$ cat config.mk
export PLATFORM = sky130hd
export DESIGN_NAME = md5_block_hasher
export DESIGN_NICKNAME = d
export VERILOG_FILES = /design/src/hdl/md5_pkg.sv /design/src/hdl/block_fetch.sv /design/src/hdl/md5_compress.sv /design/src/hdl/digest_store.sv /design/src/hdl/md5_block_hasher.sv
export SDC_FILE = /design/constraint.sdc
export NUM_CORES = 2
export LEC_CHECK = 0
export ABC_AREA = 0
export BUFFER_PORTS_ARGS = -buffer_cell sky130_fd_sc_hd__buf_2
export CAP_MARGIN = 20
export CORE_MARGIN = 5
export CORE_UTILIZATION = 35
export CTS_CLUSTER_DIAMETER = 80
export DETAILED_ROUTE_END_ITERATION = 16
export PLACE_DENSITY = 0.58
export SETUP_SLACK_MARGIN = 0.1
export SLEW_MARGIN = 20
export SYNTH_ARGS = -nofsm -noshare
export SYNTH_HDL_FRONTEND = slang
export SYNTH_SLANG_ARGS = --single-unit
$ cat constraint.sdc
create_clock -name clk -period 24.1 [get_ports clk]
set_input_delay 3.615 -clock clk [delete_from_list [all_inputs] [get_ports clk]]
set_output_delay 3.615 -clock clk [all_outputs]
set_load 0.05 [all_outputs]
$ cat src/hdl/md5_pkg.sv
`default_nettype none

package md5_pkg;

  localparam int BUS_W = 64;
  localparam int MD5_W = 32;

  localparam int BLOCK_READS   = 8;
  localparam int MD5_ROUNDS    = 64;
  localparam int DIGEST_WRITES = 2;

  typedef logic [BUS_W-1:0] bus_word_t;
  typedef logic [BUS_W-1:0] addr_t;
  typedef logic [MD5_W-1:0] md5_word_t;
  typedef logic [$clog2(MD5_ROUNDS)-1:0] round_t;

  // w[0] sits in the low 32 bits, so w[i] is message word i
  typedef struct packed {
    md5_word_t [15:0] w;
  } md5_block_t;

  typedef struct packed {
    md5_word_t a;
    md5_word_t b;
    md5_word_t c;
    md5_word_t d;
  } md5_state_t;

  typedef enum logic [1:0] {FUNC_F, FUNC_G, FUNC_H, FUNC_I} md5_func_e;

  typedef enum logic [1:0] {FETCH_IDLE, FETCH_WAIT, FETCH_DEAL, FETCH_DONE} fetch_state_e;

  typedef enum logic [1:0] {STORE_IDLE, STORE_WAIT, STORE_DEAL, STORE_DONE} store_state_e;

  localparam md5_state_t MD5_INIT = '{
    a: 32'h67452301,
    b: 32'hefcdab89,
    c: 32'h98badcfe,
    d: 32'h10325476
  };

  localparam md5_word_t ROUND_K [MD5_ROUNDS] = '{
    32'hd76aa478, 32'he8c7b756, 32'h242070db, 32'hc1bdceee,
    32'hf57c0faf, 32'h4787c62a, 32'ha8304613, 32'hfd469501,
    32'h698098d8, 32'h8b44f7af, 32'hffff5bb1, 32'h895cd7be,
    32'h6b901122, 32'hfd987193, 32'ha679438e, 32'h49b40821,
    32'hf61e2562, 32'hc040b340, 32'h265e5a51, 32'he9b6c7aa,
    32'hd62f105d, 32'h02441453, 32'hd8a1e681, 32'he7d3fbc8,
    32'h21e1cde6, 32'hc33707d6, 32'hf4d50d87, 32'h455a14ed,
    32'ha9e3e905, 32'hfcefa3f8, 32'h676f02d9, 32'h8d2a4c8a,
    32'hfffa3942, 32'h8771f681, 32'h6d9d6122, 32'hfde5380c,
    32'ha4beea44, 32'h4bdecfa9, 32'hf6bb4b60, 32'hbebfbc70,
    32'h289b7ec6, 32'heaa127fa, 32'hd4ef3085, 32'h04881d05,
    32'hd9d4d039, 32'he6db99e5, 32'h1fa27cf8, 32'hc4ac5665,
    32'hf4292244, 32'h432aff97, 32'hab9423a7, 32'hfc93a039,
    32'h655b59c3, 32'h8f0ccc92, 32'hffeff47d, 32'h85845dd1,
    32'h6fa87e4f, 32'hfe2ce6e0, 32'ha3014314, 32'h4e0811a1,
    32'hf7537e82, 32'hbd3af235, 32'h2ad7d2bb, 32'heb86d391
  };

  // the rotate amount repeats every four rounds within a group
  localparam logic [4:0] ROUND_S [16] = '{
    5'd7, 5'd12, 5'd17, 5'd22,
    5'd5, 5'd9,  5'd14, 5'd20,
    5'd4, 5'd11, 5'd16, 5'd23,
    5'd6, 5'd10, 5'd15, 5'd21
  };

  function automatic md5_func_e round_func(input round_t round);
    return md5_func_e'(round[5:4]);
  endfunction

  function automatic md5_word_t round_constant(input round_t round);
    return ROUND_K[round];
  endfunction

  function automatic logic [4:0] round_shift(input round_t round);
    return ROUND_S[{round[5:4], round[1:0]}];
  endfunction

  // index arithmetic wraps mod 16, so only the low four round bits matter
  function automatic logic [3:0] round_msg_index(input round_t round);
    logic [3:0] i;
    i = round[3:0];
    case (round_func(round))
      FUNC_F:  return i;
      FUNC_G:  return 4'(5 * i + 1);
      FUNC_H:  return 4'(3 * i + 5);
      default: return 4'(7 * i);
    endcase
  endfunction

endpackage

`default_nettype wire

$ cat src/hdl/block_fetch.sv
`timescale 1ns/1ns
`default_nettype none

module block_fetch
  import md5_pkg::*;
(
  input  logic       clk,
  input  logic       reset,
  input  addr_t      read_base,
  input  addr_t      stride,
  input  bus_word_t  read_data,
  input  logic       read_ready,
  output logic       read_enable,
  output addr_t      read_addr,
  output logic       finish_read,
  output md5_block_t block,
  output logic       block_valid
);

  fetch_state_e state;
  logic [2:0]   read_cnt;
  logic         accept;

  assign accept = (state == FETCH_WAIT) && read_ready;

  always_ff @(posedge clk or posedge reset)
  begin
    if (reset)
    begin
      state       <= FETCH_IDLE;
      read_cnt    <= '0;
      read_enable <= 1'b0;
      read_addr   <= '0;
      finish_read <= 1'b0;
      block_valid <= 1'b0;
    end
    else
    begin
      case (state)
        FETCH_IDLE:
        begin
          read_enable <= 1'b1;
          read_addr   <= read_base;
          state       <= FETCH_WAIT;
        end
        FETCH_WAIT:
        begin
          finish_read <= 1'b0;
          if (accept)
          begin
            state <= FETCH_DEAL;
          end
        end
        FETCH_DEAL:
        begin
          if (read_cnt != 3'(BLOCK_READS - 1))
          begin
            read_cnt    <= read_cnt + 3'd1;
            read_addr   <= read_addr + stride;
            finish_read <= 1'b1;
            state       <= FETCH_WAIT;
          end
          else
          begin
            // the last word is captured so the block goes to the core
            read_enable <= 1'b0;
            block_valid <= 1'b1;
            state       <= FETCH_DONE;
          end
        end
        default:
        begin
          block_valid <= 1'b0;
        end
      endcase
    end
  end

  // read word k fills message words 2k (low half) and 2k+1 (high half)
  always_ff @(posedge clk)
  begin
    if (accept)
    begin
      block.w[{read_cnt, 1'b0}] <= read_data[MD5_W-1:0];
      block.w[{read_cnt, 1'b1}] <= read_data[BUS_W-1:MD5_W];
    end
  end

endmodule

`default_nettype wire

$ cat src/hdl/md5_compress.sv
`timescale 1ns/1ns
`default_nettype none

module md5_compress
  import md5_pkg::*;
(
  input  logic       clk,
  input  logic       reset,
  input  md5_block_t block,
  input  logic       block_valid,
  output md5_state_t digest,
  output logic       digest_valid
);

  md5_state_t st;
  md5_state_t step;
  md5_block_t msg;
  round_t     round;
  logic       busy;
  logic       last_round;

  md5_word_t   f;
  md5_word_t   sum;
  logic [63:0] dbl;

  assign last_round = busy && (round == round_t'(MD5_ROUNDS - 1));

  // one md5 round on the current working state
  always_comb
  begin
    case (round_func(round))
      FUNC_F: f = (st.b & st.c) | (~st.b & st.d);
      FUNC_G: f = (st.d & st.b) | (~st.d & st.c);
      FUNC_H: f = st.b ^ st.c ^ st.d;
      FUNC_I: f = st.c ^ (st.b | ~st.d);
    endcase
    sum = st.a + f + round_constant(round) + msg.w[round_msg_index(round)];
    // the upper half of the doubled word shifted left is the left rotate
    dbl = {sum, sum} << round_shift(round);
    step.a = st.d;
    step.b = st.b + dbl[63:32];
    step.c = st.b;
    step.d = st.c;
  end

  always_ff @(posedge clk or posedge reset)
  begin
    if (reset)
    begin
      busy         <= 1'b0;
      round        <= '0;
      digest_valid <= 1'b0;
    end
    else
    begin
      digest_valid <= last_round;
      if (block_valid)
      begin
        busy  <= 1'b1;
        round <= '0;
      end
      else if (busy)
      begin
        round <= round + round_t'(1);
        if (last_round)
        begin
          busy <= 1'b0;
        end
      end
    end
  end

  always_ff @(posedge clk)
  begin
    if (block_valid)
    begin
      st  <= MD5_INIT;
      msg <= block;
    end
    else if (last_round)
    begin
      // feed-forward of the initial values closes the block
      st.a <= step.a + MD5_INIT.a;
      st.b <= step.b + MD5_INIT.b;
      st.c <= step.c + MD5_INIT.c;
      st.d <= step.d + MD5_INIT.d;
    end
    else if (busy)
    begin
      st <= step;
    end
  end

  // the state stays put once the rounds are over
  assign digest = st;

endmodule

`default_nettype wire

$ cat src/hdl/digest_store.sv
`timescale 1ns/1ns
`default_nettype none

module digest_store
  import md5_pkg::*;
(
  input  logic       clk,
  input  logic       reset,
  input  addr_t      write_base,
  input  addr_t      stride,
  input  md5_state_t digest,
  input  logic       digest_valid,
  input  logic       write_ready,
  output logic       write_enable,
  output addr_t      write_addr,
  output bus_word_t  write_data,
  output logic       finish_write,
  output logic       done
);

  store_state_e state;
  logic         write_cnt;

  always_ff @(posedge clk or posedge reset)
  begin
    if (reset)
    begin
      state        <= STORE_IDLE;
      write_cnt    <= 1'b0;
      write_enable <= 1'b0;
      write_addr   <= '0;
      write_data   <= '0;
      finish_write <= 1'b0;
      done         <= 1'b0;
    end
    else
    begin
      case (state)
        STORE_IDLE:
        begin
          if (digest_valid)
          begin
            write_enable <= 1'b1;
            write_addr   <= write_base;
            write_data   <= {digest.b, digest.a};
            state        <= STORE_WAIT;
          end
        end
        STORE_WAIT:
        begin
          finish_write <= 1'b0;
          if (write_ready)
          begin
            state <= STORE_DEAL;
          end
        end
        STORE_DEAL:
        begin
          if (write_cnt != 1'(DIGEST_WRITES - 1))
          begin
            write_cnt    <= write_cnt + 1'b1;
            write_addr   <= write_addr + stride;
            write_data   <= {digest.d, digest.c};
            finish_write <= 1'b1;
            state        <= STORE_WAIT;
          end
          else
          begin
            write_enable <= 1'b0;
            done         <= 1'b1;
            state        <= STORE_DONE;
          end
        end
        default:
        begin
          // parked here with done high until the next reset
          state <= STORE_DONE;
        end
      endcase
    end
  end

endmodule

`default_nettype wire

$ cat src/hdl/md5_block_hasher.sv
`timescale 1ns/1ns
`default_nettype none

module md5_block_hasher
  import md5_pkg::*;
(
  input  logic      clk,
  input  logic      reset,
  input  addr_t     read_base,
  input  addr_t     write_base,
  input  addr_t     stride,
  input  bus_word_t read_data,
  input  logic      read_ready,
  input  logic      write_ready,
  output logic      read_enable,
  output addr_t     read_addr,
  output logic      finish_read,
  output logic      write_enable,
  output addr_t     write_addr,
  output bus_word_t write_data,
  output logic      finish_write,
  output logic      done
);

  md5_block_t block;
  logic       block_valid;
  md5_state_t digest;
  logic       digest_valid;

  block_fetch i_block_fetch (
    .clk         (clk),
    .reset       (reset),
    .read_base   (read_base),
    .stride      (stride),
    .read_data   (read_data),
    .read_ready  (read_ready),
    .read_enable (read_enable),
    .read_addr   (read_addr),
    .finish_read (finish_read),
    .block       (block),
    .block_valid (block_valid)
  );

  md5_compress i_md5_compress (
    .clk          (clk),
    .reset        (reset),
    .block        (block),
    .block_valid  (block_valid),
    .digest       (digest),
    .digest_valid (digest_valid)
  );

  digest_store i_digest_store (
    .clk          (clk),
    .reset        (reset),
    .write_base   (write_base),
    .stride       (stride),
    .digest       (digest),
    .digest_valid (digest_valid),
    .write_ready  (write_ready),
    .write_enable (write_enable),
    .write_addr   (write_addr),
    .write_data   (write_data),
    .finish_write (finish_write),
    .done         (done)
  );

endmodule

`default_nettype wire

## Yosys cells after proc, flatten, opt, wreduce, memory -nomap -nowiden

Memory sizes are Yosys's and may differ from the RTL's.
Cells that the tools add are included.

- Shift-type cells: 1
- Reduce and logical (&&, ||, !) cells: 26
- Multiplexer cells: 48
- $lt $le $gt $ge: 7
- Eq/ne operators: 16
- Bitwise gates (word level): 15
- $mul: 3
- Add/subtract/negate cells: 15
- Divide/modulo/power cells: 0

Operator list:

| operator | number |
|---|---|
| $bwmux W512 | 2 |
| $pmux W64 S2 | 3 |
| $mux W64 | 5 |
| $mux W128 | 2 |
| $demux W32 S3 | 2 |
| $mux W32 | 5 |
| $add A32 B32 Y32 | 4 |
| $add A64 B64 Y64 | 2 |
| $and A32 B32 Y32 | 4 |
| $bmux W32 S4 | 1 |
| $pmux W32 S4 | 1 |
| $or A32 B32 Y32 | 3 |
| $xor A32 B32 Y32 | 3 |
| $add A32 B32 Y32 const B | 2 |
| $not A32 Y32 | 2 |
| $shl A64 B5 Y64 | 1 |
| $add A32 B29 Y32 const B | 1 |
| $add A32 B31 Y32 const B | 1 |
| $reduce_and A2 Y1 | 9 |
| $lt A4 B5 Y1 const B | 3 |
| $mux W6 | 2 |
| $pmux W2 S3 | 2 |
| $pmux W4 S3 | 1 |
| $reduce_bool A2 Y1 | 6 |
| other kinds (28) | 64 |

- Logic and storage cells: 185
- Bits in registers: 1366
- Bits in latches: 0
- Input port bits: 260
- Bits in writable memories: 0
- Output and inout port bits: 197
- Memory bits (read-only): 2128
- Memories: 2

Memory list:

| memory | depth | bits a word | read ports | clocked after Yosys merged registers in | write ports | line | RTL |
|---|---|---|---|---|---|---|---|
| (name not given) | 64 | 32 | 1 | 0 | 0 | md5_pkg.sv:74 | `return ROUND_K[round];` |
| (name not given) | 16 | 5 | 1 | 0 | 0 | md5_pkg.sv:78 | `return ROUND_S[{round[5:4], round[1:0]}];` |

## Logic depth before layout (Yosys ltp)

- Depth after elaboration: 11
- Mapped depth: 50
- Mapped depth without buffers: 46

## Modules after synthesis

Synthesis repeated with hierarchy kept, for this count alone.

- Cell total of the unflattened synthesis: 6639
- Area, all modules: 73287.8 µm²

By module, submodules not included:

| module | sequential area each (µm²) | area an instance (µm²) | instances | cells each |
|---|---|---|---|---|
| md5_compress | 18137.4 | 39462.8 | 1 | 3712 |
| block_fetch | 17176.5 | 24213.2 | 1 | 1674 |
| digest_store | 3353.2 | 9611.7 | 1 | 1253 |

## Least setup slack after synthesis

OpenSTA, ideal clock, no wires.

- Path kind: flip-flop to flip-flop
- Start point: reg i_block_fetch.block_valid
- End point: reg i_md5_compress.st, in the netlist i_md5_compress.digest[109]
- Arrival time: 13.935 ns
- Data required time: 24.021 ns
- Cell stages (with the launch flop): 4
- Buffers on the path: 1
- Path slack: 10.086 ns
- Cells stage by stage: dfrtp_1 clkinv_1 clkbuf_1 o211ai_1

RTL lines:

| what | line | RTL |
|---|---|---|
| start: declaration | block_fetch.sv:17 | `output logic block_valid` |
| start signal: assignment | block_fetch.sv:35 | `block_valid <= 1'b0;` |
| start signal: assignment | block_fetch.sv:67 | `block_valid <= 1'b1;` |
| start signal: assignment | block_fetch.sv:73 | `block_valid <= 1'b0;` |
| end signal: assignment | md5_compress.sv:90 | `st <= step;` |
| end: declaration | md5_compress.sv:15 | `md5_state_t st;` |

No word-level cell between the ends.

## Worst setup path after layout

- Start point: reg i_md5_compress.round[0]
- End point: reg i_md5_compress.st, in the netlist i_md5_compress.digest[95]

- Cells in the longest elaborated chain, start to end: 10

RTL lines:

| what | line | RTL |
|---|---|---|
| start: declaration | md5_compress.sv:18 | `round_t round;` |
| start signal: assignment | md5_compress.sv:64 | `round <= round + round_t'(1);` |
| $mul A2 B4 Y4 (tied with other cells) | md5_pkg.sv:88 | `FUNC_H: return 4'(3 * i + 5);` |
| $add A4 B3 Y4 (tied with other cells) | md5_pkg.sv:88 |  |
| $pmux W4 S3 / $mux W32 (equally long branches) | md5_pkg.sv:85, md5_pkg.sv:74 |  |
| $bmux W32 S4 / $mux W32 (equally long branches) | md5_compress.sv:37, md5_pkg.sv:74 |  |
| $mux W32 (not written as such) / $add A32 B32 Y32 (equally long branches) | md5_compress.sv:37 | `sum = st.a + f + round_constant(round) + msg.w[round_msg_index(round)];` |
| $add A32 B32 Y32 | md5_compress.sv:37 |  |
| $shl A64 B5 Y64 | md5_compress.sv:39 | `dbl = {sum, sum} << round_shift(round);` |
| $add A32 B32 Y32 | md5_compress.sv:41 | `step.b = st.b + dbl[63:32];` |
| $add A32 B32 Y32 / $mux W128 (equally long branches) | md5_compress.sv:84, md5_compress.sv:88 |  |
| $mux W128 | md5_compress.sv:80 | `else if (last_round)` |

Parallel ways exist; a longest one is shown, timed or not. The select of a mux whose other input is x is not followed.
A chain may end at the register's enable or synchronous reset.

==> flow_metrics.py <==
metrics = {
    "route": {
        "drc_errors": 0,
        "wl_microns": 230000,
        "vias": 52900,
        "vias_per_cell": 5.50,
        "drtAntennaViolNets": 0,
        "first_pass_iters": 6,
        "wl_per_cell_microns": 23.9,
        "drt_iter0_markers": 5413,
    },
    "clocking": {
        "htreeDepth": 4,
        "clkSinkCount": 1366,
        "cts_made_buffers": 150,
        "holdBufCountCts": 0,
        "post_cts_buffers": 0,
        "clockRootBuffer": "clkbuf_16",
        "tritoncts": "yes",
        "cts_resized": 0,
        "cts_buffer_depth": 3,
        "worstSkewPairLatency_ps": 790,
        "clkTransAtPathRegs_ps": 60,
    },
    "synth": {
        "synth_flop_cell": "edfxtp_1",
        "yosysWarnings": 0,
        "synth-edff-count": 1024,
        "synthesis.area_sq_um": 72200,
        "syn_avg_cell_area_sq_um": 11.1,
        "ys_seq_area_share_pct": 53.6,
        "yosys.area.top_type": "edfxtp_1",
        "synth_top_area_share_pct": 42.6,
        "synthesis.instances": 6528,
        "synth_seq_cells": 1366,
        "ys_types": 103,
        "ys_async_sr_fraction_pct": 15.7,
        "synthesis.nets": 7081,
        "synthTopCellsByArea": "edfxtp_1 (43%), dfrtp_1 (7.4%), mux4_2 (4.2%)",
    },
    "worst_setup_path": {
        "worst_r2r_endpoint": "i_md5_compress.digest[95]",
        "critPathMaxStageDelay_ps": 750,
        "r2r_setup_slack_ps": 10430,
        "cp_slowest_cell": "o22a_4",
        "critPathTopFamily": "compound AO/OA/AOI/OAI gates",
        "crit_path_end_kind": "flip-flop",
        "worst-path-max-fanout": 44,
        "crit_arrival_ps": 14350,
        "r2r_start": "i_md5_compress.round[0]",
        "crit_required_ps": 24780,
        "cp.buffers_inverters": 6,
        "reg2reg_depth": 43,
        "criticalPathCategory": "reg -> reg",
        "startpoint_type": "flip-flop",
    },
    "power_and_ir_drop": {
        "switching_power_mw": 1.12,
        "combinationalPowerShare_pct": 4.1,
        "finalPower_mw": 5.03,
        "p_seq_share_pct": 50.0,
        "vdd_ir_drop_max_uv": 65.6,
        "intPower_mw": 3.91,
        "clockPowerShare_pct": 45.9,
        "swShare_pct": 22.2,
        "p_leak_nw": 31.6,
        "p_per_area_nw_per_um2": 61.3,
    },
    "timing": {
        "finClkSkew_ps": 45.2,
        "tightest_slew_ps": 1160,
        "fmax_ghz": 0.0732,
        "period_share_pct": 56.7,
        "fin_tns_setup_ps": 0,
        "drv_slew": 0,
        "holdWs_ps": 394,
        "rsz0062_at_grt": "no",
        "setup_viol": 0,
        "slew_headroom_pct": 22.2,
        "worst_slack_ps": 10430,
        "timing_hold_violations_final": 0,
        "fin_crit_ps": 13670,
    },
    "worst_hold_path": {
        "whs_path_depth": 0,
        "hold_path.startpoint": "i_block_fetch.block[431]",
        "hold_class": "reg -> reg",
        "hold_end": "i_md5_compress.msg[431]",
    },
    "final_layout": {
        "fin_nets": 7330,
        "layout-drive-gt1-share_pct": 14.4,
        "area_growth_syn_to_layout_pct": 13.7,
        "utilization_pct": 40.0,
    },
    "job": {
        "drv_cap": 0,
    },
    "global_routing": {
        "grt_max_degree": 172,
        "antenna_found_initial": 47,
        "grt_first_pass_wirelength_microns": 339000,
        "grt_usage_pct": 20.7,
        "grt-ovfl-total": 0,
        "grt_pass1_vias": 50400,
    },
    "placed_design": {
        "globalplace.congestion": 0.944,
        "place_hpwl_microns": 160000,
        "io_buffers": 456,
        "dpl_worst_slack_ps": 10490,
    },
    "floorplanning": {
        "ios": 457,
        "die_area_sq_um": 215000,
        "num_rows": 166,
        "fp.dieW_microns": 464,
        "core_area_sq_um": 205000,
        "start_util_pct": 35.2,
        "dieHeight_microns": 464,
    },
    "run_status": {
        "outcome": "completed",
    },
}
cell type report:
class	count	area, sq um
Multi-Input combinational cell	4460	31000
Tap cell	2688	3360
Timing Repair Buffer	535	2940
Antenna cell	38	95.1
Sequential cell	1366	38700
Inverter	264	998
Clock buffer	190	3990
Clock inverter	78	968
Fill cell	19700	123000
layer usage:
metal	GRT usage (%)	vias up	part of all wire [%]	routed length, microns
met5	0	-	0.048	111
met4	6.46	18	3.1	7120
met3	4.21	375	7.7	17700
met2	31.0	1945	44	101000
met1	30.2	26100	45	104000
li1	-	24500	-	-
stage by stage:
| step | instance area [sq um] | cells |
|---|---|---|
| 2_1_floorplan | 72200 | 6528 |
| 3_3_place_gp | 77000 | 9312 |
| 3_5_place_dp | 77000 | 9312 |
| 4_1_cts | 81900 | 9580 |
| 5_1_grt | 82000 | 9589 |
| 6_report | 82000 | 9619 |
sequential cells by signal, summed over array words and instances (netlist names):
signal                       cells
i_digest_store.write_enable      1
i_block_fetch.block            512
i_block_fetch.block_valid        1
i_md5_compress.msg             512
i_digest_store.write_data       64
i_block_fetch.state              2
i_md5_compress.busy              1
i_md5_compress.digest_valid      1
i_md5_compress.digest          128
i_digest_store.done              1
i_digest_store.write_cnt         1
i_md5_compress.round             6
i_block_fetch.read_enable        1
i_digest_store.write_addr       64
i_block_fetch.finish_read        1
i_block_fetch.read_addr         64
i_digest_store.finish_write      1
i_digest_store.state             2
i_block_fetch.read_cnt           3
synthesized netlist by cell type (79+ instances only):
| cell type | count |
|---|---|
| a211oi_1 | 125 |
| a21o_1 | 137 |
| a21oi_1 | 469 |
| a31oi_1 | 154 |
| and2_1 | 271 |
| clkbuf_1 | 374 |
| dfrtp_1 | 214 |
| dfxtp_1 | 128 |
| edfxtp_1 | 1024 |
| ha_1 | 226 |
| inv_1 | 259 |
| mux2i_1 | 121 |
| mux4_2 | 136 |
| nand2_1 | 676 |
| nand3_1 | 85 |
| nor2_1 | 499 |
| nor3_1 | 79 |
| o21ai_0 | 395 |
| xnor2_1 | 185 |
| xor2_1 | 113 |
worst max-delay path by stage:
| stage | from | to | slack (ps) | cells past startpoint |
|---|---|---|---|---|
| after floorplan | i_block_fetch.block_valid | i_md5_compress.digest[109] | 10090 | 3 |
| after global placement | i_md5_compress.round[0] | i_md5_compress.digest[95] | 10580 | 43 |
| after detailed placement | i_md5_compress.round[0] | i_md5_compress.digest[95] | 10490 | 43 |
| after CTS | i_md5_compress.round[0] | i_md5_compress.digest[95] | 10430 | 43 |
| after global routing | i_md5_compress.round[0] | i_md5_compress.digest[95] | 9590 | 43 |
| final | i_md5_compress.round[0] | i_md5_compress.digest[95] | 10430 | 43 |
cell usage in the layout (no fill, tap or decap), drive strengths merged, types with 14 or more instances in the layout:
cell,Yosys,routed
edfxtp,1024,1024
nand2,676,676
buf,60,535
nor2,499,499
a21oi,471,471
o21ai,404,404
and2,272,272
inv,261,267
ha,226,226
dfrtp,214,214
clkbuf,378,190
xnor2,186,186
a31oi,154,154
a21o,137,137
mux4,136,136
dfxtp,128,128
a211oi,127,127
mux2i,121,121
xor2,113,113
nand3,85,85
nor3,79,79
fa,67,67
clkinv,3,58
a22oi,56,56
nor2b,56,56
o211ai,46,46
and3,44,44
nand2b,40,40
diode,0,38
a311oi,37,37
o21bai,33,33
o21a,32,32
nand4,32,32
o22ai,31,31
mux2,27,27
o31ai,26,26
a211o,25,25
or3,24,24
o311ai,14,14
worst reg2reg max path: cells and delay by family (launching register included):
kind                       cells  cell delay [ps]
AOI/OAI and AO/OA             19             5590
xor gates and xnor gates       1              120
adders and majority gates      5             2370
buffers and inverters          6             1880
DFF                            1              330
muxes                          5             1270
and+or+nand+nor                7             2050
cells by family (layout without fill, tap and decap cells):
kind of cell | count (synthesis) | in the layout | share of synthesized area, %
multiplexers | 284 | 284 | 6.34
adder cells (fa/ha/maj) | 294 | 294 | 5.79
AO/OA/AOI/OAI | 1710 | 1710 | 14.9
flip-flops | 1366 | 1366 | 53.6
buffers and inverters | 702 | 1067 | 3.71
other | 0 | 38 | 0
AND/OR/NAND/NOR | 1872 | 1872 | 12.0
XOR/XNOR | 300 | 300 | 3.67
power groups by stage:
stage,combinational (mW),clock [mW],sequential (mW)
after floorplan,0.108,0,2.58
after global placement,0.202,0,2.56
after detailed placement,0.203,0,2.56
after CTS,0.205,2.36,2.52
after global routing,0.225,2.46,2.51
final,0.206,2.31,2.52
(Power assumes the default switching activity.)
